$ cat src/verilog/core_pkg.sv
// ==================================================
// shared definitions of the issue core: data word,
// ALU opcodes and the fixed slot and lane counts
// ==================================================
`default_nettype none

package core_pkg;

	// the machine word carried by registers, immediates and results
	typedef logic [31:0] value_t;

	// operations understood by the integer ALUs
	typedef enum logic [2:0] {
		OP_ADD = 3'd0,
		OP_SUB = 3'd1,
		OP_AND = 3'd2,
		OP_OR  = 3'd3,
		OP_XOR = 3'd4,
		OP_SLL = 3'd5
	} opcode_t;

	// renamed micro-ops that may enter the reorder buffer in one cycle
	localparam int ENQ_WIDTH = 2;

	// integer ALUs fed by the oldest-first selection
	localparam int NUM_LANES = 2;

endpackage

`default_nettype wire

$ cat src/verilog/alu_lane.sv
// ==================================================
// one integer execution lane: operand latch, ALU
// and registered writeback with its tags
// ==================================================
`timescale 1ns/1ps
`default_nettype none

module alu_lane #(
	parameter int ROB_ENTRIES = 16,
	parameter int NPREG = 64,
	localparam int RW = $clog2(ROB_ENTRIES),
	localparam int PW = $clog2(NPREG)
) (
	input  logic              clk,
	input  logic              reset_i,
	input  logic              issue_v_i,
	input  logic [RW-1:0]     issue_idx_i,
	input  core_pkg::opcode_t op_i,
	input  core_pkg::value_t  a_value_i,
	input  core_pkg::value_t  b_value_i,
	input  logic              use_imm_i,
	input  core_pkg::value_t  imm_i,
	input  logic [PW-1:0]     rd_i,
	output logic              wb_v_o,
	output logic [PW-1:0]     wb_rd_o,
	output logic [RW-1:0]     wb_idx_o,
	output core_pkg::value_t  wb_value_o
);
	import core_pkg::*;

	// execute stage, loaded at the issue edge
	logic          ex_v;
	opcode_t       ex_op;
	value_t        ex_a;
	value_t        ex_b;
	logic [PW-1:0] ex_rd;
	logic [RW-1:0] ex_idx;
	value_t        result;

	always_ff @(posedge clk) begin
		if (reset_i)
			ex_v <= 1'b0;
		else
			ex_v <= issue_v_i;
	end

	// the immediate takes the place of operand b when flagged
	always_ff @(posedge clk) begin
		if (issue_v_i) begin
			ex_op  <= op_i;
			ex_a   <= a_value_i;
			ex_b   <= use_imm_i ? imm_i : b_value_i;
			ex_rd  <= rd_i;
			ex_idx <= issue_idx_i;
		end
	end

	always_comb begin
		case (ex_op)
			OP_ADD:  result = ex_a + ex_b;
			OP_SUB:  result = ex_a - ex_b;
			OP_AND:  result = ex_a & ex_b;
			OP_OR:   result = ex_a | ex_b;
			OP_XOR:  result = ex_a ^ ex_b;
			// only the low five bits of b count as a shift amount
			OP_SLL:  result = ex_a << ex_b[4:0];
			default: result = '0;
		endcase
	end

	// ==================================================
	// writeback register
	// ==================================================

	// wb_v_o lasts one cycle per issue, and a new issue can already be in
	// the execute stage behind it
	always_ff @(posedge clk) begin
		if (reset_i)
			wb_v_o <= 1'b0;
		else
			wb_v_o <= ex_v;
	end

	always_ff @(posedge clk) begin
		if (ex_v) begin
			wb_rd_o    <= ex_rd;
			wb_idx_o   <= ex_idx;
			wb_value_o <= result;
		end
	end

endmodule

`default_nettype wire

$ cat config.mk
export PLATFORM = sky130hd
export DESIGN_NAME = alu_lane
export DESIGN_NICKNAME = d
export VERILOG_FILES = /design/src/verilog/core_pkg.sv /design/src/verilog/alu_lane.sv
export SDC_FILE = /design/constraint.sdc
export NUM_CORES = 1
export LEC_CHECK = 0
export ABC_AREA = 1
export BUFFER_PORTS_ARGS = -buffer_cell sky130_fd_sc_hd__buf_2
export CORE_ASPECT_RATIO = 0.9
export CORE_MARGIN = 10
export CORE_UTILIZATION = 35
export DETAILED_ROUTE_END_ITERATION = 8
export PLACE_DENSITY_LB_ADDON = 0.08
export SLEW_MARGIN = 10
export SYNTH_ARGS = -nofsm -noshare
export SYNTH_HDL_FRONTEND = slang
export SYNTH_SLANG_ARGS = --single-unit
$ cat constraint.sdc
create_clock -name clk -period 3.7 [get_ports clk]
set_input_delay 0.74 -clock clk [delete_from_list [all_inputs] [get_ports clk]]
set_output_delay 0.74 -clock clk [all_outputs]
set_load 0.02 [all_outputs]
# Word-level counts from Yosys, hierarchy flattened
# Cells that the tools add are included.
# totals
mem_bits_ro	0
ramBits	0
ff_bits	121
memories	0
wordCells	24
latchBits	0
output_inout_bits	43
# classes
n_reduce_logical	1
multipliers	0
eq_ne	5
n_addsub	2
n_bitwise	3
div_mod_pow	0
shift	1
n_mux	2
order_cmp	0
# op_table
operator	n
$pmux W32 S6	1
$add A32 B32 Y32	1
$and A32 B32 Y32	1
$mux W32	1
$or A32 B32 Y32	1
$shl A32 B5 Y32	1
$sub A32 B32 Y32	1
$xor A32 B32 Y32	1
$eq A3 B2 Y1 const B	2
$eq A3 B3 Y1 const B	2
$eq A3 B1 Y1 const B	1
$logic_not A3 Y1	1

# Longest topological paths before layout
# depth
depth_word	2
depth_mapped	26

# Worst setup path after synthesis
# No wires, ideal clock.
# synth_path
kind	reg-to-reg
startpoint	reg ex_b[1]
endpoint	reg wb_value_o[14], data pin
path_buffers	1
setup_slack_ns	0.463
synth_period_minus_slack_ns	3.237
setup_ns	0.265
required_time_ns	3.435
t_arrival_ns	2.972
path_stages_with_launch	19
cell_sequence	edfxtp_1 inv_2 clkbuf_1 ha_1 nand3_2 nor2_4 nand2_2 o31ai_2 xor2_1 ha_1 nand2_1 inv_2 nand2_1 inv_1 a21oi_1 nand2_1 or2_2 nand3_1 nand3_1
# synth_via
elab_chain_cells	2
# synth_rtl
element	line	source
start: declaration	alu_lane.sv:35	value_t ex_b;
start signal: assignment	alu_lane.sv:52	ex_b <= use_imm_i ? imm_i : b_value_i;
$sub A32 B32 Y32, or another cell as far along	alu_lane.sv:61	OP_SUB: result = ex_a - ex_b;
$pmux W32 S6 *	alu_lane.sv:59	case (ex_op)
net result[14]	alu_lane.sv:38	value_t result;
end signal: assignment	alu_lane.sv:88	wb_value_o <= result;
end: declaration	alu_lane.sv:27	output core_pkg::value_t wb_value_o
# The timed path passes the listed nets; every way through them passes the cells marked *.
# A chain may end at the register's enable or synchronous reset.

# Worst setup path after layout
# layout_path
startpoint	reg ex_b[3]
endpoint	reg wb_value_o[24], data pin
# The elaborated chain is that of the path after synthesis.

==> results_dict.tcl <==
set metrics [dict create \
    multiInputGateArea_um2 6200 \
    yosysMostFrequentCell "nand2_1" \
    fp.dieArea_um2 37900 \
    cts_root_buf "clkbuf_16" \
    synth_area_leaders "edfxtp_1 (33%), nand2_1 (16%), ha_1 (11%)" \
    grt_pass1_wl_um 61600 \
    status "finished clean" \
    core_area_um2 30000 \
    area_growth_pct 19.0 \
    worst_hold_slack_ns 0.417 \
    fin_crit_ns 3.53 \
    netlist.area_leader.share_pct 33.4 \
    clock.fmax_mhz 283 \
    drtAntennaViolNets 0 \
    antenna_found_initial 0 \
    drv_slew 0 \
    crit_type "reg2reg" \
    dp_hpwl_um 33900 \
    slew_headroom_pct 23.8 \
    startpoint_type "flip-flop" \
    rsz0062_at_grt "no" \
    diodes 0 \
    setup_viol 0 \
    fillers 3208 \
    synth_edf_count 119 \
    hold_viol_final 0 \
    power_mw 5.39 \
    reg2reg_slack_ns 0.17 \
    synth_warnings 0 \
    num_vias 10500 \
    synth-main-ff-cell "edfxtp_1" \
    routabilityCongestion 0.951 \
    num_io_pins 156 \
    synth_seq_cells 121 \
    tritoncts "built" \
    insertion_delay_ns 0.44 \
    synth.cells.most_frequent "nand2_1 (451), nand3_1 (190), inv_1 (178)" \
    cts.path.max_buffers 2 \
    r2r-start "ex_b[3]" \
    finalCritPeriodShare_pct 95.5 \
    synth.avg_cell_area_um2 7.32 \
    floorplan.rows 60 \
    arrival_ns 3.66 \
    cts_buffers 17 \
    synth-seq-area-share_pct 33.8 \
    layout_setup_ws_ns 0.165 \
    r2r_cells 18 \
    leakage_nw 6.22 \
    power_density_nw_per_um2 424 \
    fin_nets 1847 \
    drc_errors 0 \
    cts_hold_buf 0 \
    grt_pass1_vias 10200 \
    seq_area_um2 3610 \
    worst_slew_pin_slew_ns 1.14 \
    timing.rr.end "wb_value_o[24]" \
    holdPathStages 0 \
    hp-class "reg2reg" \
    first_pass_iters 6 \
    avgViaCountPerCell 5.11 \
    crit_fanout 5 \
    clk_pin_slew_ns 0.06 \
    drive_above_1_share_pct 17.2 \
    h-tree-depth 4 \
    die_w_um 204 \
    cap_violations 0 \
    critical_path_required_ns 3.83 \
    synth_cells 1461 \
    finalClockSkew_ns 0.0118 \
    port_buffers 155 \
    grt.overflow.total 0 \
    drt_iter0_drc 931 \
    track_usage_pct 21.7 \
    netlist_area_um2 10700 \
    die-height_um 186 \
    startpoint "ex_b[3]" \
    irDropWorstVdd_mv 0.331 \
    hold_end "wb_idx_o[2]" \
    min_from "ex_idx[2]" \
    wl_per_cell_um 20.1 \
    end_kind "flip-flop" \
    start_util_pct 35.6 \
    place_ws_ns -0.0219 \
    clock-sinks 121 \
    grt_max_degree 44 \
    synth_fp_nets 1672 \
    synth_area_leader_cell "edfxtp_1" \
    utilization_pct 42.4 \
    async_flop_share_pct 0 \
    ys_types 47 \
    wl_um 41200 \
]
==> state kept, by name, indices dropped and copies added (netlist names) <==
name and flops:
ex_b 32, ex_idx 4, wb_rd_o 6, ex_rd 6
wb_v_o 1, ex_op 3, wb_value_o 32, ex_v 1
ex_a 32, wb_idx_o 4
==> layout make-up <==
type,instances,share of cell area (%)
inverters,192,5.68
clock buffers,18,3.37
multi-input cells,1104,48.7
well taps,403,3.96
flip-flops and latches,121,28.4
repair buffers,200,8.87
clock inverters,14,0.993
==> repair_timing <==
item | CTS | global route
setup endpoints to repair | 3 | 8
buffers inserted | 1 | 1
resized for setup | 0 | 13
pin swaps | 0 | 1
==> cell usage in the layout, fill, tap and decap left out, types with 6 or more instances in the layout <==
cell type,count
nand3_1,190
inv_1,178
inv_2,12
buf_4,45
nand4_1,12
o21ai_0,13
nand3b_1,9
nand2_1,451
o211ai_1,15
a21oi_1,41
ha_1,93
o21ai_1,31
nand2_2,6
clkinvlp_4,6
a221oi_1,16
clkbuf_16,17
nor2_2,7
buf_2,154
edfxtp_1,119
nor2_1,104
mux2_1,30
nor3_1,10
or2_2,9
xor2_1,29
==> metrics by stage <==
step / instance area [um^2] / cells / setup TNS (ns)
after floorplan: 10700 / 1461 / 0
after global placement: 12100 / 2018 / -0.120
final: 12700 / 2052 / 0
after CTS: 12700 / 2051 / 0
after detailed placement: 12100 / 2018 / -0.0233
after global routing: 12700 / 2052 / 0
==> power by group <==
| part | switching [mW] | internal, mW |
|---|---|---|
| Clock | 0.676 | 0.921 |
| Combinational | 1.32 | 0.664 |
| Sequential | 0.137 | 1.67 |
==> how the worst max path moves through the flow <==
stage,to,slack (ns),cells past startpoint
detailed placement,wb_value_o[26],-0.02,17
floorplan,wb_value_o[14],0.46,18
CTS,wb_value_o[26],0.06,17
global route,wb_value_o[24],0.005,19
global placement,wb_value_o[24],-0.05,18
finish,wb_value_o[24],0.17,18
==> cell families after synthesis <==
| family | Yosys count | synth area share (%) |
|---|---|---|
| and+or+nand+nor | 813 | 32.6 |
| DFF | 121 | 33.8 |
| xor gates and xnor gates | 29 | 2.38 |
| buffers and inverters | 236 | 8.73 |
| AOI/OAI and AO/OA | 131 | 7.47 |
| adders and majority gates | 98 | 11.5 |
| muxes | 33 | 3.46 |
==> worst max-delay path, stage by stage, from the launching register on <==
cell and delay, ns:
edfxtp_1 0.49, nor2_4 0.23, nand2_2 0.11, nor3_4 0.24, nand2_1 0.15, nand2_2 0.14, o21ai_1 0.09, xor2_1 0.19
ha_1 0.44, nand2_1 0.16, nor2_1 0.15, buf_4 0.14, nand2_1 0.07, nor2_1 0.11, nand2_1 0.09, nand3_1 0.09
nand2_1 0.05, nand3_1 0.09, nand3_1 0.16
==> metal layers <==
layer / vias up / track usage, % / wire length [um]
met3: 35 / 4.08 / 3020
met5: - / 0 / 0
met4: 0 / 4.88 / 569
met1: 4867 / 32.6 / 20500
met2: 382 / 31.1 / 17100
li1: 5197 / - / -
No activity file was read; power rests on OpenSTA's default activity.
