**src/verilog/core_pkg.sv**
```systemverilog
// ==================================================
// shared definitions of the issue core: data word,
// ALU opcodes and the fixed slot and lane counts
// ==================================================
`default_nettype none

package core_pkg;

	// the machine word carried by registers, immediates and results
	typedef logic [31:0] value_t;

	// operations understood by the integer ALUs
	typedef enum logic [2:0] {
		OP_ADD = 3'd0,
		OP_SUB = 3'd1,
		OP_AND = 3'd2,
		OP_OR  = 3'd3,
		OP_XOR = 3'd4,
		OP_SLL = 3'd5
	} opcode_t;

	// renamed micro-ops that may enter the reorder buffer in one cycle
	localparam int ENQ_WIDTH = 2;

	// integer ALUs fed by the oldest-first selection
	localparam int NUM_LANES = 2;

endpackage

`default_nettype wire

```
**src/verilog/rob_entries.sv**
```systemverilog
// ==================================================
// reorder buffer entries: enqueue writes, operand
// wakeup on writeback, issue and done marking
// ==================================================
`timescale 1ns/1ps
`default_nettype none

module rob_entries #(
	parameter int ROB_ENTRIES = 16,
	parameter int NPREG = 64,
	localparam int RW = $clog2(ROB_ENTRIES),
	localparam int PW = $clog2(NPREG)
) (
	input  logic                              clk,
	input  logic                              reset_i,
	input  logic [core_pkg::ENQ_WIDTH-1:0]    enq_we_i,
	input  logic [RW-1:0]                     enq_idx_i [core_pkg::ENQ_WIDTH],
	input  core_pkg::opcode_t                 enq_op_i [core_pkg::ENQ_WIDTH],
	input  logic [PW-1:0]                     enq_rd_i [core_pkg::ENQ_WIDTH],
	input  logic [PW-1:0]                     enq_ra_i [core_pkg::ENQ_WIDTH],
	input  logic [PW-1:0]                     enq_rb_i [core_pkg::ENQ_WIDTH],
	input  logic [core_pkg::ENQ_WIDTH-1:0]    enq_use_imm_i,
	input  core_pkg::value_t                  enq_imm_i [core_pkg::ENQ_WIDTH],
	input  logic [NPREG-1:0]                  rf_valid_i,
	input  logic [core_pkg::NUM_LANES-1:0]    issue_v_i,
	input  logic [RW-1:0]                     issue_idx_i [core_pkg::NUM_LANES],
	input  logic [core_pkg::NUM_LANES-1:0]    wb_v_i,
	input  logic [PW-1:0]                     wb_rd_i [core_pkg::NUM_LANES],
	input  logic [RW-1:0]                     wb_idx_i [core_pkg::NUM_LANES],
	input  logic                              retire_i,
	input  logic [RW-1:0]                     head_idx_i,
	output logic [ROB_ENTRIES-1:0]            could_issue_o,
	output logic [ROB_ENTRIES-1:0]            done_o,
	output core_pkg::opcode_t                 lane_op_o [core_pkg::NUM_LANES],
	output logic [PW-1:0]                     lane_rd_o [core_pkg::NUM_LANES],
	output logic [PW-1:0]                     lane_ra_o [core_pkg::NUM_LANES],
	output logic [PW-1:0]                     lane_rb_o [core_pkg::NUM_LANES],
	output logic [core_pkg::NUM_LANES-1:0]    lane_use_imm_o,
	output core_pkg::value_t                  lane_imm_o [core_pkg::NUM_LANES],
	output logic [PW-1:0]                     head_rd_o
);
	import core_pkg::*;

	// entry state: occupied, sent to a lane, result written back
	logic [ROB_ENTRIES-1:0] valid;
	logic [ROB_ENTRIES-1:0] issued;
	logic [ROB_ENTRIES-1:0] done;
	// operand readiness per entry
	logic [ROB_ENTRIES-1:0] arg_a_v;
	logic [ROB_ENTRIES-1:0] arg_b_v;
	// micro-op payload
	opcode_t                op [ROB_ENTRIES];
	logic [PW-1:0]          rd [ROB_ENTRIES];
	logic [PW-1:0]          ra [ROB_ENTRIES];
	logic [PW-1:0]          rb [ROB_ENTRIES];
	logic [ROB_ENTRIES-1:0] use_imm;
	value_t                 imm [ROB_ENTRIES];
	// readiness of each slot's sources as it enters
	logic [ENQ_WIDTH-1:0]   enq_a_rdy;
	logic [ENQ_WIDTH-1:0]   enq_b_rdy;

	// ==================================================
	// readiness at enqueue
	// ==================================================

	// a source is ready if the register is valid or is being written back
	// this cycle, but never when an older slot of the same group produces it
	always_comb begin
		for (int s = 0; s < ENQ_WIDTH; s++) begin
			enq_a_rdy[s] = rf_valid_i[enq_ra_i[s]];
			enq_b_rdy[s] = rf_valid_i[enq_rb_i[s]];
			for (int l = 0; l < NUM_LANES; l++) begin
				if (wb_v_i[l] && wb_rd_i[l] == enq_ra_i[s])
					enq_a_rdy[s] = 1'b1;
				if (wb_v_i[l] && wb_rd_i[l] == enq_rb_i[s])
					enq_b_rdy[s] = 1'b1;
			end
			for (int p = 0; p < s; p++) begin
				if (enq_we_i[p] && enq_rd_i[p] == enq_ra_i[s])
					enq_a_rdy[s] = 1'b0;
				if (enq_we_i[p] && enq_rd_i[p] == enq_rb_i[s])
					enq_b_rdy[s] = 1'b0;
			end
			// an immediate replaces operand b entirely
			if (enq_use_imm_i[s])
				enq_b_rdy[s] = 1'b1;
		end
	end

	assign could_issue_o = valid & ~issued & ~done & arg_a_v & arg_b_v;
	assign done_o        = valid & done;

	// operand fields of the entries picked for each lane
	always_comb begin
		for (int l = 0; l < NUM_LANES; l++) begin
			lane_op_o[l]      = op[issue_idx_i[l]];
			lane_rd_o[l]      = rd[issue_idx_i[l]];
			lane_ra_o[l]      = ra[issue_idx_i[l]];
			lane_rb_o[l]      = rb[issue_idx_i[l]];
			lane_use_imm_o[l] = use_imm[issue_idx_i[l]];
			lane_imm_o[l]     = imm[issue_idx_i[l]];
		end
	end

	assign head_rd_o = rd[head_idx_i];

	// ==================================================
	// entry updates
	// ==================================================

	always_ff @(posedge clk) begin
		if (reset_i) begin
			valid  <= '0;
			issued <= '0;
			done   <= '0;
		end else begin
			for (int l = 0; l < NUM_LANES; l++) begin
				if (issue_v_i[l])
					issued[issue_idx_i[l]] <= 1'b1;
				if (wb_v_i[l])
					done[wb_idx_i[l]] <= 1'b1;
			end
			if (retire_i)
				valid[head_idx_i] <= 1'b0;
			// tail entries are always free, so this never meets the retire
			for (int s = 0; s < ENQ_WIDTH; s++) begin
				if (enq_we_i[s]) begin
					valid[enq_idx_i[s]]  <= 1'b1;
					issued[enq_idx_i[s]] <= 1'b0;
					done[enq_idx_i[s]]   <= 1'b0;
				end
			end
		end
	end

	// wakeup first, then enqueue writes take over their own entries
	always_ff @(posedge clk) begin
		for (int e = 0; e < ROB_ENTRIES; e++) begin
			for (int l = 0; l < NUM_LANES; l++) begin
				if (wb_v_i[l] && wb_rd_i[l] == ra[e])
					arg_a_v[e] <= 1'b1;
				if (wb_v_i[l] && wb_rd_i[l] == rb[e])
					arg_b_v[e] <= 1'b1;
			end
		end
		for (int s = 0; s < ENQ_WIDTH; s++) begin
			if (enq_we_i[s]) begin
				op[enq_idx_i[s]]      <= enq_op_i[s];
				rd[enq_idx_i[s]]      <= enq_rd_i[s];
				ra[enq_idx_i[s]]      <= enq_ra_i[s];
				rb[enq_idx_i[s]]      <= enq_rb_i[s];
				use_imm[enq_idx_i[s]] <= enq_use_imm_i[s];
				imm[enq_idx_i[s]]     <= enq_imm_i[s];
				arg_a_v[enq_idx_i[s]] <= enq_a_rdy[s];
				arg_b_v[enq_idx_i[s]] <= enq_b_rdy[s];
			end
		end
	end

endmodule

`default_nettype wire

```
**config.mk**
```make
export PLATFORM = sky130hd
export DESIGN_NAME = rob_entries
export DESIGN_NICKNAME = d
export VERILOG_FILES = /design/src/verilog/core_pkg.sv /design/src/verilog/rob_entries.sv
export SDC_FILE = /design/constraint.sdc
export NUM_CORES = 2
export LEC_CHECK = 0
export BUFFER_PORTS_ARGS = -buffer_cell sky130_fd_sc_hd__buf_2
export CORE_ASPECT_RATIO = 0.9
export CORE_UTILIZATION = 40
export DETAILED_ROUTE_END_ITERATION = 12
export REMOVE_ABC_BUFFERS = 1
export SLEW_MARGIN = 40
export SYNTH_ARGS = -nofsm -noshare
export SYNTH_HDL_FRONTEND = slang
export SYNTH_SLANG_ARGS = --single-unit
```
**constraint.sdc**
```tcl
create_clock -name clk -period 8.26 [get_ports clk]
set_input_delay 0.413 -clock clk [delete_from_list [all_inputs] [get_ports clk]]
set_output_delay 0.413 -clock clk [all_outputs]
set_load 0.01 [all_outputs]
```
### Word level (Yosys, flattened, before mapping)

Memories as Yosys holds them, arrays and structs flattened.
Index checks and enable logic that the tools add are counted.

| word-level totals | value |
|---|---|
| memory bits (writable) | 848 |
| flip-flop bits (word level) | 96 |
| memories | 5 |
| logic and storage cells | 342 |

Memories:

| memory | words | width | read ports | clocked after memory_dff | wr ports | RTL line | RTL |
|---|---|---|---|---|---|---|---|
| imm | 16 | 32 | 2 | 0 | 2 | rob_entries.sv:57 | `value_t imm [ROB_ENTRIES];` |
| ra | 16 | 6 | 18 | 0 | 2 | rob_entries.sv:54 | `logic [PW-1:0] ra [ROB_ENTRIES];` |
| rb | 16 | 6 | 18 | 0 | 2 | rob_entries.sv:55 | `logic [PW-1:0] rb [ROB_ENTRIES];` |
| rd | 16 | 6 | 3 | 0 | 2 | rob_entries.sv:53 | `logic [PW-1:0] rd [ROB_ENTRIES];` |
| op | 16 | 3 | 2 | 0 | 2 | rob_entries.sv:52 | `opcode_t op [ROB_ENTRIES];` |

| operators by class | value |
|---|---|
| reductions and logical operators | 81 |
| order comparisons | 18 |
| bitwise operators | 21 |
| mux-type cells | 137 |
| eq/ne operators | 74 |

Operators by type and width:

| kind | count |
|---|---|
| $eq 6x6->1 | 74 |
| $mux 16 | 25 |
| $and 16x16->16 | 10 |
| $bwmux 16 | 6 |
| $or 16x16->16 | 6 |
| $mux 1 | 93 |
| $logic_and 1x1->1 | 81 |
| $not 16->16 | 5 |
| $lt 4x5->1 const B | 7 |
| $demux 1 s4 | 7 |
| $ge 4x1->1 const B | 7 |
| $lt 6x7->1 const B | 4 |
| $bmux 1 s6 | 4 |
| $bmux 1 s4 | 2 |

### Longest topological paths before layout

| depth | value |
|---|---|
| word-level depth | 15 |
| gate-level depth with buffers | 11 |
| gate-level depth less buffers | 7 |

### Worst setup path after synthesis

No wires, ideal clock.

| timing | value |
|---|---|
| path kind | in2out |
| from | input issue_idx_i[0] (netlist bit) |
| to | output lane_ra_o[0] (netlist bit) |
| stages | 5 |
| data arrival time | 2.469 ns |
| slack | 5.378 ns |
| path through | clkbuf_1 -> clkbuf_1 -> buf_1 -> mux4_2 -> mux4_2 |

RTL lines:

| what | RTL line | RTL |
|---|---|---|
| start: declaration | rob_entries.sv:26 | `input logic [RW-1:0] issue_idx_i [core_pkg::NUM_LANES],` |
| end: declaration | rob_entries.sv:36 | `output logic [PW-1:0] lane_ra_o [core_pkg::NUM_LANES],` |

==> qor.txt <==
YOSYS
--------------------------------------------------------------------------------------
Sequential element share of the synthesized area                                44.80%
Synthesized netlist cell count                                                    4098
Main flop type after synthesis                                            sky130_fd_sc_hd__edfxtp_1
Top cell type's share of synthesized area                                       41.66%
Number of flip-flops and latches in the synthesized netlist                        944
Most area-hungry cell type in the Yosys netlist                           sky130_fd_sc_hd__edfxtp_1
Post-Syn Area per Cell                                                       14.92 µm²
Top area cells in the synthesized netlist                                 sky130_fd_sc_hd__edfxtp_1 42%, sky130_fd_sc_hd__mux4_2 23%, sky130_fd_sc_hd__mux2_2 15%
Post-synth EDFFs                                                                   848
Total number of yosys warnings                                                       0
Number of distinct standard cells referenced by the synthesized netlist             55
Mapped cell area                                                             61130 µm²
Share of flip-flops with an asynchronous set or reset                               0%

LAYOUT
--------------------------------------------------------------------------------------
Layout Area Growth over Synthesis                                               11.58%
Highest-count cells in the layout ignoring fill and taps                  848 x sky130_fd_sc_hd__edfxtp_1, 811 x sky130_fd_sc_hd__mux2_2, 627 x sky130_fd_sc_hd__mux4_2, 351 x sky130_fd_sc_hd__buf_2, 222 x sky130_fd_sc_hd__xor2_1
Summed area of non-filler cells in the final layout                          68200 µm²
Most common library cell in the layout ignoring fill and taps             sky130_fd_sc_hd__edfxtp_1
# fillers                                                                        13440
Sequential cell area                                                         27390 µm²
Fraction of final layout cells with drive strength greater than 1               49.19%
Area used by multi-input combinational logic                                 32080 µm²
Layout net count                                                                  4405

CRITICAL PATH
--------------------------------------------------------------------------------------
Worst R2R End                                                              arg_a_v[14]
Critical path endpoint                                                    lane_rb_o[3]
Required time at the worst-slack endpoint                                      7.85 ns
CP Class                                                                  input pin to primary output
Depth of the most critical reg-to-reg path                                           6
Slowest cell on the critical path                                         sky130_fd_sc_hd__mux4_2
CP max stage delay                                                             0.64 ns
CP dominant cell by count                                                 sky130_fd_sc_hd__mux4_2
Critical-path maximum fanout                                                        42
CP Launch Type                                                               input pin
Worst setup EP type                                                       primary output
R2R Setup Slk                                                                  6.00 ns
Data arrival time of the critical path                                         3.17 ns
Largest delay share family, worst path                                    buffers and inverters
Crit path buf inv count                                                              4
CP startpoint                                                             issue_idx_i[0]
Reg-to-reg critical path startpoint                                          ra[14][1]
Critical-path cell list                                                   buf_8, buf_16, buf_4, mux4_2, mux4_2, buf_2
Instance count on the critical path                                                  6

PLACED DESIGN
--------------------------------------------------------------------------------------
Post-DP Area                                                                 64670 µm²
RD Place Congestion                                                             0.9550
Final HPWL DP                                                                141100 µm
Port buffer count                                                                  366

STA
--------------------------------------------------------------------------------------
Hold Fails Final Rpt                                                                 0
Minimum clock period after layout                                             3.585 ns
Fmax                                                                         279.0 MHz
Setup TNS                                                                         0 ns
Clk_skew                                                                    0.03801 ns
Max-slew violation total from the final report                                       0
Unrepaired setup endpoints after global routing                                     no
Final worst-path cycle share                                                    43.40%
Worst slew margin                                                               38.11%
Slew @ Worst Pin                                                             0.9250 ns
Final setup violating endpoints                                                      0

GLOBAL ROUTE
--------------------------------------------------------------------------------------
Number of antenna violations at the first check in global routing                   35
Residual overflow from global routing                                                0
First-pass GRT wire length                                                   320800 µm
Total track usage                                                               29.12%
Pin count of the biggest net entering global routing                               119
Number of global-route vias before repair                                        41070

CTS
--------------------------------------------------------------------------------------
Post-CTS setup buffer count                                                          0
Gates resized, CTS repair                                                            0
CTS max path bufs                                                                    3
TritonCTS buffer count                                                             102
Worst-path clk slew                                                            0.06 ns
Number of buffers added to fix hold violations after cts                             0
Clk Tree Root Cell                                                        sky130_fd_sc_hd__clkbuf_16
Count of clock tree sinks                                                          944
Skew-Pair Late Insertion Delay                                                 0.75 ns
Max H-tree Level                                                                     3
TritonCTS clock tree                                                               yes

DIE
--------------------------------------------------------------------------------------
Core Area                                                                   151000 µm²
Boundary Pins                                                                      367
Overall die height                                                            372.9 µm
Placement row count                                                                135
Area of the die                                                             154400 µm²
Horiz. Die Dim                                                                414.1 µm
Initial Util                                                                    40.48%

DRT
--------------------------------------------------------------------------------------
Vias post-DR                                                                     41670
Number of antenna-violating nets in the routed design                                0
Violation count after the first detailed-routing iteration                        5485
TritonRoute pass-1 iters                                                             6
Met2 wire len                                                                104100 µm
Uppermost layer routed                                                            met5
Post-route met1 wirelength                                                    91290 µm
Length of routed met3 wiring                                                  22760 µm
Total wirelength of the detailed-routed design                               228100 µm
Vias per cell                                                                    6.641
Routed wirelength normalized by instance count                                36.35 µm
Number of design rule violations left after detail routing                           0

POWER AND IR DROP
--------------------------------------------------------------------------------------
Sw power                                                                       3420 µW
Share of total power in combinational logic                                      16.7%
Worst vdd ir                                                                  153.3 µV
Sequential Power Share                                                           45.1%
Clock power frac                                                                 38.2%
Pleak                                                                       0.02212 µW
Cell area power density                                                   184.7 nW/µm²
Switching share of total power                                                  27.16%
Design internal power                                                          9174 µW

RUN
--------------------------------------------------------------------------------------
MaxCap Viol Count                                                                    0

MIN PATH
--------------------------------------------------------------------------------------
Kind of path behind the tightest hold check                               input pin to flop
Startpoint of the tightest hold check path                                enq_use_imm_i[0]

OUTCOME
--------------------------------------------------------------------------------------
Result of the run                                                         finished clean

-- tightest hold or removal path: cells and delay by family --
kind | cells | cell delay, ns
and+or+nand+nor | 1 | 0.11
buffers and inverters | 1 | 0.23
AOI/OAI and AO/OA | 1 | 0.07
-- logic make-up (layout without fill, tap and decap cells) --
kind of cell / count (synthesis) / after routing / synth area share (%)
compound gates: 220 / 220 / 2.196
xor+xnor: 443 / 443 / 6.347
buf+inv: 481 / 656 / 3.128
flops: 944 / 944 / 44.80
mux: 1480 / 1480 / 38.94
other cells: 0 / 16 / 0
simple gates: 530 / 530 / 4.585
-- synth_stat cells (all sizes together), types with 3 or more instances --
library cell and instances:
or4 10, and2 17, a311oi 3, nand4 73
and3 7, a211oi 12, nand3 30, o21ai 109
o2111ai 3, nor3 75, xnor2 221, nand3b 12
clkbuf 354, nor2b 7, or3b 6, mux2 811
a31o 9, nand2 104, nor4 81, o31ai 9
edfxtp 848, o41ai 12, a31oi 15, dfxtp 96
nor2 80, o22ai 27, mux4 635, inv 14
nor3b 4, a21oi 15, buf 113, mux2i 34
xor2 222, nand2b 16
-- through the flow --
step,hold WS (ns),util [%],setup slack [ns],total power [µW],std cells
final,0.1597,45.17,4.675,12590,6275
after global placement,0.4778,42.68,4.536,7822,6060
after global routing,0.1589,45.15,4.520,12940,6267
after floorplan,0.4561,-,3.144,6865,3631
after detailed placement,0.4770,42.83,4.630,7860,6064
after CTS,0.1031,45.09,4.637,12630,6257
-- how the worst min path moves through the flow --
stage / end / slack, ns / cells past startpoint
after floorplan: valid[15] / 0.46 / 2
after global placement: use_imm[2] / 0.48 / 2
after detailed placement: issued[15] / 0.48 / 2
final: use_imm[8] / 0.16 / 3
after CTS: use_imm[14] / 0.10 / 3
after global routing: use_imm[12] / 0.16 / 3
-- routing by layer --
| layer | up-vias | global-route usage, % |
|---|---|---|
| li1 | 16700 | - |
| met1 | 21900 | 40.21 |
| met2 | 2534 | 44.77 |
| met3 | 517 | 6.392 |
| met4 | 20 | 11.15 |
| met5 | - | 0 |
-- cell type report --
cell class,instances,share of cell area [%]
Clock inverter,71,1.073
Tap cell,1986,3.643
Clock buffer,122,3.930
Inverter,14,0.1101
Timing Repair Buffer,449,4.001
Multi-Input combinational cell,2673,47.03
Antenna cell,16,0.05870
Sequential cell,944,40.15
-- flip-flops by register name, indices dropped and copies added (netlist names) --
signal   flops
arg_a_v     16
arg_b_v     16
rd          96
issued      16
use_imm     16
imm        512
ra          96
valid       16
done        16
rb          96
op          48
-- power by group through the flow --
stage | Clock (µW) | Sequential (µW) | Combinational [µW]
floorplan | 0 | 5680 | 1180
global placement | 0 | 5770 | 2050
detailed placement | 0 | 5770 | 2090
CTS | 4860 | 5670 | 2100
global route | 5020 | 5700 | 2220
finish | 4810 | 5690 | 2100
Note: power is estimated with default switching activity, not from simulation.
