--- src/verilog/core_pkg.sv ---
// ==================================================
// shared definitions of the issue core: data word,
// ALU opcodes and the fixed slot and lane counts
// ==================================================
`default_nettype none

package core_pkg;

	// the machine word carried by registers, immediates and results
	typedef logic [31:0] value_t;

	// operations understood by the integer ALUs
	typedef enum logic [2:0] {
		OP_ADD = 3'd0,
		OP_SUB = 3'd1,
		OP_AND = 3'd2,
		OP_OR  = 3'd3,
		OP_XOR = 3'd4,
		OP_SLL = 3'd5
	} opcode_t;

	// renamed micro-ops that may enter the reorder buffer in one cycle
	localparam int ENQ_WIDTH = 2;

	// integer ALUs fed by the oldest-first selection
	localparam int NUM_LANES = 2;

endpackage

`default_nettype wire

--- src/verilog/rob_ctrl.sv ---
// ==================================================
// reorder buffer control: head/tail pointers, enqueue
// acceptance, oldest-first issue and in-order retire
// ==================================================
`timescale 1ns/1ps
`default_nettype none

module rob_ctrl #(
	parameter int ROB_ENTRIES = 16,
	localparam int RW = $clog2(ROB_ENTRIES)
) (
	input  logic                              clk,
	input  logic                              reset_i,
	input  logic [core_pkg::ENQ_WIDTH-1:0]    enq_v_i,
	input  logic [ROB_ENTRIES-1:0]            could_issue_i,
	input  logic [ROB_ENTRIES-1:0]            done_i,
	output logic                              enq_ready_o,
	output logic [core_pkg::ENQ_WIDTH-1:0]    enq_we_o,
	output logic [RW-1:0]                     enq_idx_o [core_pkg::ENQ_WIDTH],
	output logic [core_pkg::NUM_LANES-1:0]    issue_v_o,
	output logic [RW-1:0]                     issue_idx_o [core_pkg::NUM_LANES],
	output logic [RW-1:0]                     head_idx_o,
	output logic                              retire_o
);
	import core_pkg::*;

	// head is the oldest entry, tail the next free one
	logic [RW-1:0] head;
	logic [RW-1:0] tail;
	// count needs one more bit than an index so a full buffer is visible
	logic [RW:0]   count;
	logic [RW:0]   num_enq;

	// ==================================================
	// enqueue
	// ==================================================

	// accept only when a whole group of slots is guaranteed to fit
	assign enq_ready_o = (int'(count) + ENQ_WIDTH <= ROB_ENTRIES);

	// valid slots are packed onto consecutive tail entries in slot order,
	// so an invalid slot leaves no hole in the buffer
	always_comb begin
		num_enq = '0;
		for (int s = 0; s < ENQ_WIDTH; s++) begin
			enq_we_o[s]  = enq_ready_o & enq_v_i[s];
			enq_idx_o[s] = tail + num_enq[RW-1:0];
			num_enq      = num_enq + (RW+1)'(enq_we_o[s]);
		end
	end

	// ==================================================
	// issue selection
	// ==================================================

	// scan from head so the oldest issuable entry goes to lane 0 and the
	// next one to lane 1; the index wraps with the power-of-two size
	always_comb begin
		int            found;
		logic [RW-1:0] idx;
		found = 0;
		for (int l = 0; l < NUM_LANES; l++) begin
			issue_v_o[l]   = 1'b0;
			issue_idx_o[l] = '0;
		end
		for (int i = 0; i < ROB_ENTRIES; i++) begin
			idx = head + RW'(i);
			if (could_issue_i[idx] && found < NUM_LANES) begin
				issue_v_o[found]   = 1'b1;
				issue_idx_o[found] = idx;
				found              = found + 1;
			end
		end
	end

	// ==================================================
	// retire and pointer update
	// ==================================================

	// done_i is already qualified with the entry's valid bit
	assign retire_o   = done_i[head];
	assign head_idx_o = head;

	always_ff @(posedge clk) begin
		if (reset_i) begin
			head  <= '0;
			tail  <= '0;
			count <= '0;
		end else begin
			head  <= head + RW'(retire_o);
			tail  <= tail + num_enq[RW-1:0];
			count <= count + num_enq - (RW+1)'(retire_o);
		end
	end

endmodule

`default_nettype wire

--- config.mk ---
export PLATFORM = sky130hd
export DESIGN_NAME = rob_ctrl
export DESIGN_NICKNAME = d
export VERILOG_FILES = /design/src/verilog/core_pkg.sv /design/src/verilog/rob_ctrl.sv
export SDC_FILE = /design/constraint.sdc
export NUM_CORES = 1
export LEC_CHECK = 0
export BUFFER_PORTS_ARGS = -buffer_cell sky130_fd_sc_hd__buf_4
export CORE_MARGIN = 5
export CORE_UTILIZATION = 67
export DETAILED_ROUTE_END_ITERATION = 8
export HOLD_SLACK_MARGIN = 0.08
export MAX_ROUTING_LAYER = met4
export PLACE_DENSITY = 0.93
export SETUP_SLACK_MARGIN = 0.3
export SLEW_MARGIN = 25
export SYNTH_ARGS = -nofsm -noshare
export SYNTH_HDL_FRONTEND = slang
export SYNTH_SLANG_ARGS = --single-unit
--- constraint.sdc ---
create_clock -name clk -period 33.6 [get_ports clk]
set_input_delay 6.72 -clock clk [delete_from_list [all_inputs] [get_ports clk]]
set_output_delay 6.72 -clock clk [all_outputs]
set_load 0.05 [all_outputs]
== Yosys cells after proc, flatten, opt, wreduce, memory -nomap -nowiden ==
Index checks and enable logic that the tools add are counted.
Storage, ports and cells
  bits of input ports: 36
  output and inout port bits: 26
  register bits after elaboration: 13
  word-level logic and storage cells: 364
Cells by class
  reduce and logical (&&, ||, !) cells: 45
  multiplexer cells: 156
  add/sub/neg operators: 36
  magnitude comparators: 92
  bitwise gates (word level): 32
Operators with widths (count)
  32-bit by 3-bit < comparator with 1-bit output (second input constant): 30
  32-bit by 1-bit >= comparator with 1-bit output (second input constant): 15
  32-bit by 2-bit >= comparator with 1-bit output (second input constant): 15
  32-bit by 1-bit < comparator with 1-bit output (second input constant): 15
  32-bit inverter: 15
  32-bit by 2-bit adder with 32-bit output (second input constant): 14
  32-bit 2-to-1 mux: 14
  8-bit bitwise mux: 15
  8-bit 2-to-1 mux: 15
  4-bit by 5-bit < comparator with 1-bit output (second input constant): 16
  1-bit binary-select mux with 4-bit select: 17
  4-bit 2-to-1 mux: 16
  4-bit demux with 1-bit select: 15
  1-bit logical AND: 45
  1-bit 2-to-1 mux: 34
  4-bit adder (second input constant): 8
  2-bit 2-to-1 mux: 15
  2-bit bitwise OR: 14
  4-bit by 3-bit adder with 4-bit output (second input constant): 4
  1-bit demux with 1-bit select: 15
  4-bit by 1-bit adder with 4-bit output: 2
  4-bit by 2-bit adder with 4-bit output (second input constant): 2
  5-bit by 2-bit adder with 6-bit output (second input constant): 1
  6-bit by 5-bit <= comparator with 1-bit output (second input constant): 1
  other kinds (7): 8

== Logic depth before layout (Yosys ltp) ==
Gate-level depths: netlist of run 1.
  depth after elaboration: 52
  gate-level depth with buffers: 70

== Worst setup path after synthesis of run 1 ==
No wires, ideal clock.
  path kind: input to output
  start: input could_issue_i[6]
  end: output issue_idx_o[2] (netlist bit)
  data required time: 26880 ps
  buffers on the path: 1
  arrival time: 18937 ps
  path slack: 7943 ps
  stages on the path: 60
  path through: mux2_1 > nor2_1 > a21oi_1 > mux4_2 > ha_1 > nor3_1 > nor2_1 > fa_1 > buf_1 > inv_1 > and3_4 > nor3_4 > nor2_1 > ha_1 > a21oi_1 > ha_1 > nand2b_1 > a21oi_1 > [24 not listed] > o31ai_1 > inv_1 > ha_1 > o21ai_0 > o21ai_0 > o21ai_0 > inv_1 > ha_1 > inv_1 > nand2_1 > nor2_1 > nor2_1 > ha_1 > and3b_1 > nand3_1 > mux2_1 > o311a_2 > o221ai_1
RTL lines
  start, declared: RTL line rob_ctrl.sv:15  | input logic [ROB_ENTRIES-1:0] could_issue_i,
  end, declared: RTL line rob_ctrl.sv:21  | output logic [RW-1:0] issue_idx_o [core_pkg::NUM_LANES],

==> impl_metrics.py, run 1 <==
metrics = {
    "status": {
        "outcome": "finished, final reports clean",
    },
    "sta": {
        "finalHoldViolCount": 0,
        "final.setup.tns_ns": 0,
        "fin_ws_ns": 6.190,
        "max_freq_mhz": 36.48,
        "worst_slew_pin_slew_ns": 0.9626,
        "clock_skew_ns": 0.007701,
        "max_slew_margin": 0.3559,
        "period_share": 0.8158,
        "period_needed_ns": 27.41,
        "rsz0062_at_grt": "no",
        "setup-violations-final": 0,
        "drv_slew": 0,
        "holdWs_ns": 0.6071,
    },
    "detailed_routing": {
        "avgRoutedWirePerCell_microns": 22.27,
        "dr.pass1.iters": 6,
        "avgViaCountPerCell": 7.282,
        "vias": 6452,
        "drc": 0,
        "drt_iter0_drc": 897,
        "ant_nets": 0,
        "drt_wl_total_microns": 19730,
    },
    "cts": {
        "clock_insertion_delay_worst_skew_ns": 0.26,
        "htreeDepth": 1,
        "cts_setup_buffers": 0,
        "cts_buffers": 3,
        "path_clk_slew_ns": 0.06,
        "cts_tree": "done",
        "cts-root-buf": "clkbuf_8",
        "ctsResizeCount": 0,
        "cts_buffer_depth": 2,
        "postCtsHoldBufs": 0,
        "clock_sinks": 13,
    },
    "logic_synthesis": {
        "ys_seq_elements": 13,
        "synth_edf_count": 0,
        "synthFlopType": "dfxtp_1",
        "synth-seq-area-share": 0.04514,
        "syn_area_per_cell_sq_um": 7.749,
        "syn_nets": 833,
        "synth_compound_area_frac": 0.2697,
        "syn-cell-area_sq_um": 5766,
        "postSynth.asyncResetShare": 0,
        "synth_top_area_frac": 0.1085,
        "syn_inst": 744,
        "synthSimpleGateAreaFrac": 0.2444,
        "synth_xor_area_frac": 0.05100,
        "ys_types": 102,
        "synth_mux_area_frac": 0.2036,
        "yosysTopAreaCell": "ha_1",
        "synth_fa_ha_area_frac": 0.1189,
        "synthTopCellsByArea": "ha_1 (11%), mux4_2 (9.0%), mux2i_1 (6.1%), dfxtp_1 (4.5%), nand2_1 (4.4%)",
        "synth_top_family_by_area": "compound AO/OA/AOI/OAI gates",
        "ys_warn_count": 0,
    },
    "worst_setup_path": {
        "crit_path_frequent_cell": "ha_1",
        "crit_type": "input port to primary output",
        "startpoint_type": "input port",
        "crit_fanout": 11,
        "r2r_slack_ns": 29.84,
        "cpMaxStageDelayCell": "fa_1",
        "r2r-start": "head_idx_o[0]$_SDFF_PP0_",
        "max_stage_delay_ns": 0.57,
        "end_kind": "primary output",
        "reg2reg_to": "count[4]$_SDFF_PP0_",
        "reg2reg_depth": 13,
        "worstPathRequired_ns": 26.88,
        "critPathArrivalTime_ns": 20.69,
    },
    "place": {
        "gp_congestion": 1.022,
        "place_ws_ns": 6.505,
        "dp.cells": 882,
        "io_buffers": 61,
        "dp_hpwl_microns": 15150,
    },
    "grt": {
        "grt_antenna_before_repair": 0,
        "grt_usage": 0.3850,
        "grt_max_degree": 58,
        "grt_overflow": 0,
        "grt_pass1_vias": 6210,
        "grt_pass1_wl_microns": 31370,
    },
    "layout": {
        "fillerInstances": 588,
        "nNetsFinal": 871,
        "final_cells": 886,
        "diodes": 0,
        "drive_gt1_frac": 0.1972,
        "layout_common_cells": "nand2_1 (68), buf_4 (68), nor2_1 (64)",
        "area_growth_pct": 8.529,
    },
    "floorplan": {
        "num_rows": 33,
        "initial_core_util": 0.6947,
        "die_h_microns": 102.8,
        "dieArea_sq_um": 10560,
        "die_w_microns": 102.8,
        "ios": 62,
        "core_sq_um": 8299,
    },
    "worst_hold_path": {
        "hold_class": "flop to flop",
        "min-delay-start": "tail[3]$_SDFF_PP0_",
        "hold_depth": 2,
        "hold_end": "tail[3]$_SDFF_PP0_",
    },
    "run": {
        "maxCapViolations": 0,
    },
}
## critical path: cells and delay by family
kind / cells / cell delay (ns)
multiplexers: 3 / 1.16
buffers and inverters: 8 / 1.01
AND/OR/NAND/NOR: 20 / 3.38
adder cells (fa/ha/maj): 12 / 4.15
AO/OA/AOI/OAI: 18 / 4.22
## per-stage QoR
stage | util | cell area, sq um
detailed placement | 0.7476 | 6205
CTS | 0.7531 | 6250
global route | 0.7540 | 6257
floorplan | - | 5766
global placement | 0.7476 | 6205
finish | 0.7540 | 6257
## sequential cells by signal, indices dropped and copies added, names as in the netlist
| signal | count |
|---|---|
| head_idx_o | 4 |
| tail | 4 |
| count | 5 |
## worst max-delay path by stage
stage	from	end
floorplan	could_issue_i[6]	issue_idx_o[2]
global placement	could_issue_i[15]	issue_idx_o[5]
detailed placement	could_issue_i[14]	issue_idx_o[5]
CTS	could_issue_i[12]	issue_idx_o[5]
global route	could_issue_i[15]	issue_idx_o[5]
finish	could_issue_i[15]	issue_idx_o[5]
## Yosys cell counts (4+ instances only)
cell and instances:
clkbuf_1 16, mux2_1 13, mux2_2 9, o221ai_1 4, nor2_1 64, nor3_1 26, o21a_1 6, nand2_1 68
buf_1 4, nand4_1 9, and4_1 4, nand2b_1 11, o31ai_1 6, nand3_1 19, a21o_1 8, a22o_1 6
and3_1 7, o211ai_1 20, xnor2_1 12, o21ai_1 11, ha_1 50, nor2b_1 10, inv_1 43, buf_6 4
or3_1 7, and2_1 10, xor2_1 12, a21oi_1 43, o21ai_0 27, o22ai_1 11, buf_2 7, mux2i_1 35
o2111ai_1 4, a211oi_1 5, dfxtp_1 13, mux4_2 23, or2_2 4, a31oi_1 8
## cells by family (layout without fill, tap and decap cells)
logic type / Yosys count / after routing
AND/OR/NAND/NOR: 269 / 269
XOR/XNOR: 28 / 28
multiplexers: 84 / 84
adder cells (fa/ha/maj): 53 / 53
flip-flops: 13 / 13
buffers and inverters: 83 / 120
AO/OA/AOI/OAI: 214 / 214
## area by class of cell
type / instances / area, sq um / area share
multi-input combinational: 648 / 5125 / 0.8190
timing repair buffer: 68 / 510.5 / 0.08158
sequential: 13 / 262.8 / 0.04199
inverter: 48 / 182.7 / 0.02919
tap: 105 / 131.4 / 0.02100
clock buffer: 4 / 45.04 / 0.007199
## routing by layer
metal,share of wire,track usage,routed length (microns)
met1,0.37,0.4695,7335
met2,0.47,0.6336,9210
met3,0.11,0.05142,2178
met4,0.051,0.1743,1005
met5,0,-,0
Power of run 1 is not shown: default switching activity piles up to over one toggle a cycle in this logic, so the estimate is an artifact.
==> inputs of run 2 (changes only) <==
CORE_UTILIZATION = 56   (was 67)
PLACE_DENSITY = 0.84   (was 0.93)
clock period = 25.1 ns   (was 33.6 ns; I/O delays follow)
==> impl_metrics.py, run 2 (synthesis results as in run 1) <==
metrics = {
    "layout": {
        "fin_util": 0.6204,
        "diodes": 0,
        "regMostFlops": "count",
        "mostFrequentLayoutCell": "buf_4",
        "layout_common_cells": "buf_4 (71), nand2_1 (68), nor2_1 (64)",
        "largest_reg_flops": 5,
        "area_growth_pct": 9.592,
        "drive_gt1_frac": 0.2003,
        "nNetsFinal": 874,
    },
    "place": {
        "gp_congestion": 0.9949,
        "io_buffers": 61,
        "dp_hpwl_microns": 14760,
    },
    "detailed_routing": {
        "drt_iter0_drc": 621,
        "drc": 0,
        "ant_nets": 0,
        "avgViaCountPerCell": 6.822,
        "drt_wl_total_microns": 18680,
        "vias": 6276,
        "dr.pass1.iters": 8,
        "avgRoutedWirePerCell_microns": 20.30,
    },
    "worst_setup_path": {
        "crit_type": "input port to primary output",
        "critPathArrivalTime_ns": 18.70,
        "cp-startpoint": "could_issue_i[12]",
        "r2r_slack_ns": 21.53,
        "startpoint_type": "input port",
        "path_buf_inv": 8,
        "endpoint": "issue_idx_o[5]",
        "r2r-start": "head_idx_o[0]$_SDFF_PP0_",
        "cp_top_family": "compound AO/OA/AOI/OAI gates",
        "reg2reg_to": "count[4]$_SDFF_PP0_",
        "worstPathRequired_ns": 20.08,
        "end_kind": "primary output",
        "max_stage_delay_ns": 0.59,
        "cpMaxStageDelayCell": "mux4_2",
        "crit_path_frequent_cell": "ha_1",
        "reg2reg_depth": 13,
        "cp.depth": 62,
        "crit_fanout": 10,
    },
    "cts": {
        "cts_buffers": 3,
        "clock_insertion_delay_worst_skew_ns": 0.25,
        "cts_buffer_depth": 2,
        "ctsResizeCount": 0,
        "postCtsHoldBufs": 0,
        "cts_tree": "done",
        "cts_setup_buffers": 0,
        "clock_sinks": 13,
        "htreeDepth": 1,
        "path_clk_slew_ns": 0.05,
        "cts-root-buf": "clkbuf_8",
    },
    "worst_hold_path": {
        "hold_class": "flop to flop",
        "min-delay-start": "tail[3]$_SDFF_PP0_",
    },
    "sta": {
        "final.setup.tns_ns": 0,
        "period_share": 0.9451,
        "max_freq_mhz": 42.15,
        "max_slew_margin": 0.3137,
        "clock_skew_ns": 0.007820,
        "drv_slew": 0,
        "finalHoldViolCount": 0,
        "rsz0062_at_grt": "no",
        "setup-violations-final": 0,
        "worst_slew_pin_slew_ns": 1.021,
        "period_needed_ns": 23.72,
    },
    "status": {
        "outcome": "finished, final reports clean",
    },
    "grt": {
        "grt_usage": 0.3006,
        "grt_pass1_wl_microns": 30460,
        "grt_pass1_vias": 6097,
        "grt_max_degree": 58,
        "grt_antenna_before_repair": 0,
        "grt_overflow": 0,
    },
    "floorplan": {
        "ios": 62,
        "num_rows": 37,
        "die_w_microns": 111.5,
        "die_h_microns": 111.5,
        "initial_core_util": 0.5661,
        "dieArea_sq_um": 12420,
        "core_sq_um": 10180,
    },
    "run": {
        "maxCapViolations": 0,
    },
}
[run 2: cell count changes in the layout (fill, tap and decap cells not counted), sizes merged]
cell,delta
buf,+3
[run 2: final cells by class]
cell class,instances,area (sq um)
Sequential cell,13,262.8
Fill cell,884,3866
Multi-Input combinational cell,648,5125
Inverter,48,182.7
Tap cell,136,170.2
Timing Repair Buffer,71,533.0
Clock buffer,4,45.04
[run 2: per-stage QoR]
step,area (sq um),std cells,hold slack [ns],setup WS [ns]
global placement,6266,916,0.5443,2.261
floorplan,5766,744,0.5606,2.843
detailed placement,6266,916,0.5716,1.627
CTS,6311,920,0.5855,1.592
finish,6319,920,0.5767,1.378
global route,6319,920,0.6618,0.5270
[run 2: worst reg2reg max path: stages (launching register included)]
cell	delay, ns
dfxtp_2	0.33
buf_4	0.57
mux4_2	0.59
mux4_2	0.54
ha_1	0.32
inv_1	0.06
ha_1	0.15
inv_1	0.05
fa_1	0.40
inv_1	0.08
a21o_1	0.11
a21oi_1	0.07
xnor2_1	0.14
nor2_1	0.05
[run 2: worst min-delay path by stage]
| stage | depth (start not counted) | end |
|---|---|---|
| after floorplan | 2 | count[0]$_SDFF_PP0_ |
| after global placement | 2 | tail[3]$_SDFF_PP0_ |
| after detailed placement | 2 | tail[3]$_SDFF_PP0_ |
| after CTS | 2 | tail[3]$_SDFF_PP0_ |
| after global routing | 2 | tail[3]$_SDFF_PP0_ |
| final | 2 | tail[3]$_SDFF_PP0_ |
[run 2: routing by layer]
layer	share of wire	vias up	wire, microns	track usage
li1	-	2887	-	-
met1	0.40	2973	7520	0.3743
met2	0.47	350	8724	0.4986
met3	0.085	66	1580	0.02880
met4	0.046	0	850	0.1273
met5	0	-	0	-
Power of run 2 is left out for the same reason.
==> inputs of run 3 (changes only) <==
CORE_ASPECT_RATIO = 1.4   (was unset)
CORE_UTILIZATION = 62   (was 56)
PLACE_DENSITY = 0.88   (was 0.84)
clock period = 26 ns   (was 25.1 ns; I/O delays follow)
==> impl_metrics.py, run 3 (synthesis results as in run 1) <==
metrics = {
    "status": {
        "outcome": "finished, final reports clean",
    },
    "cts": {
        "postCtsHoldBufs": 0,
        "cts_setup_buffers": 0,
        "htreeDepth": 1,
        "cts_tree": "done",
        "cts_buffers": 3,
        "cts_buffer_depth": 2,
        "path_clk_slew_ns": 0.05,
        "clock_insertion_delay_worst_skew_ns": 0.25,
        "cts-root-buf": "clkbuf_16",
        "clock_sinks": 13,
        "ctsResizeCount": 0,
    },
    "layout": {
        "regMostFlops": "count",
        "area_growth_pct": 9.028,
        "diodes": 0,
        "fillerInstances": 751,
        "layout_common_cells": "nand2_1 (68), buf_4 (67), nor2_1 (64)",
        "drive_gt1_frac": 0.1962,
        "nNetsFinal": 870,
        "mostFrequentLayoutCell": "nand2_1",
        "fin_util": 0.6923,
        "largest_reg_flops": 5,
    },
    "floorplan": {
        "core_sq_um": 9080,
        "ios": 62,
        "die_w_microns": 91.50,
        "num_rows": 41,
        "die_h_microns": 124.1,
        "dieArea_sq_um": 11360,
        "initial_core_util": 0.6350,
    },
    "detailed_routing": {
        "drc": 0,
        "wl_met3_microns": 1440,
        "dr.pass1.iters": 6,
        "drt_iter0_drc": 596,
        "wl_met2_microns": 9239,
        "highest_layer": "met4",
        "ant_nets": 0,
        "avgRoutedWirePerCell_microns": 21.39,
        "drt_wl_total_microns": 18970,
        "wl_met1_microns": 7127,
        "avgViaCountPerCell": 7.052,
        "vias": 6255,
    },
    "place": {
        "gp_congestion": 0.9887,
        "io_buffers": 61,
        "dp_hpwl_microns": 15010,
    },
    "sta": {
        "drv_slew": 0,
        "finalHoldViolCount": 0,
        "period_needed_ns": 24.11,
        "clock_skew_ns": 0.001979,
        "max_slew_margin": 0.2986,
        "max_freq_mhz": 41.48,
        "setup-violations-final": 0,
        "period_share": 0.9272,
        "rsz0062_at_grt": "no",
        "final.setup.tns_ns": 0,
        "worst_slew_pin_slew_ns": 1.043,
        "holdWs_ns": 0.5805,
    },
    "grt": {
        "grt_usage": 0.3428,
        "grt_pass1_vias": 6187,
        "grt_max_degree": 45,
        "grt_pass1_wl_microns": 30720,
        "grt_overflow": 0,
        "grt_antenna_before_repair": 0,
    },
    "worst_hold_path": {
        "hold_class": "flop to flop",
    },
    "run": {
        "maxCapViolations": 0,
    },
    "worst_setup_path": {
        "critPathArrivalTime_ns": 18.91,
        "startpoint_type": "input port",
        "max_stage_delay_ns": 0.57,
        "cpMaxStageDelayCell": "fa_1",
        "crit_path_frequent_cell": "ha_1",
        "worstPathRequired_ns": 20.80,
        "crit_type": "input port to primary output",
        "end_kind": "primary output",
        "crit_fanout": 11,
    },
}
## run 3: changes by cell type in the layout (fill, tap and decap cells not counted), sizes merged
cell  before  now
buf       71   67
## run 3: routing by layer
layer / vias to the layer above / GRT usage
li1: 2881 / -
met1: 2942 / 0.3848
met2: 336 / 0.5821
met3: 96 / 0.04048
met4: 0 / 0.2151
met5: - / -
## run 3: critical path: cells and delay by family
kind	cells	cell delay, ns
simple gates	20	3.34
fa+ha+maj	12	4.10
mux	3	1.14
compound gates	18	4.09
buf+inv	8	1.02
## run 3: cell type report
| class | count | area, sq um | area share |
|---|---|---|---|
| Clock buffer | 4 | 78.83 | 0.01254 |
| Inverter | 48 | 182.7 | 0.02906 |
| Multi-Input combinational cell | 648 | 5125 | 0.8153 |
| Sequential cell | 13 | 262.8 | 0.04180 |
| Tap cell | 107 | 133.9 | 0.02130 |
| Timing Repair Buffer | 67 | 503.0 | 0.08002 |
## run 3: worst paths after layout
| path | startpoint | end | slack, ns | depth (start not counted) |
|---|---|---|---|---|
| max reg2reg | head_idx_o[0]$_SDFF_PP0_ | count[4]$_SDFF_PP0_ | 22.14 | 13 |
| min | tail[3]$_SDFF_PP0_ | tail[3]$_SDFF_PP0_ | 0.58 | 2 |
| min reg2reg | tail[3]$_SDFF_PP0_ | tail[3]$_SDFF_PP0_ | 0.58 | 2 |
| max | could_issue_i[15] | issue_idx_o[5] | 1.89 | 61 |
## run 3: stage by stage
| stage | worst slack, ns | instances | area, sq um |
|---|---|---|---|
| after floorplan | 3.383 | 744 | 5766 |
| after global placement | 2.812 | 883 | 6200 |
| after detailed placement | 2.035 | 883 | 6200 |
| after CTS | 2.001 | 887 | 6279 |
| after global routing | 0.7330 | 887 | 6286 |
| final | 1.892 | 887 | 6286 |
Power of run 3 is left out for the same reason.
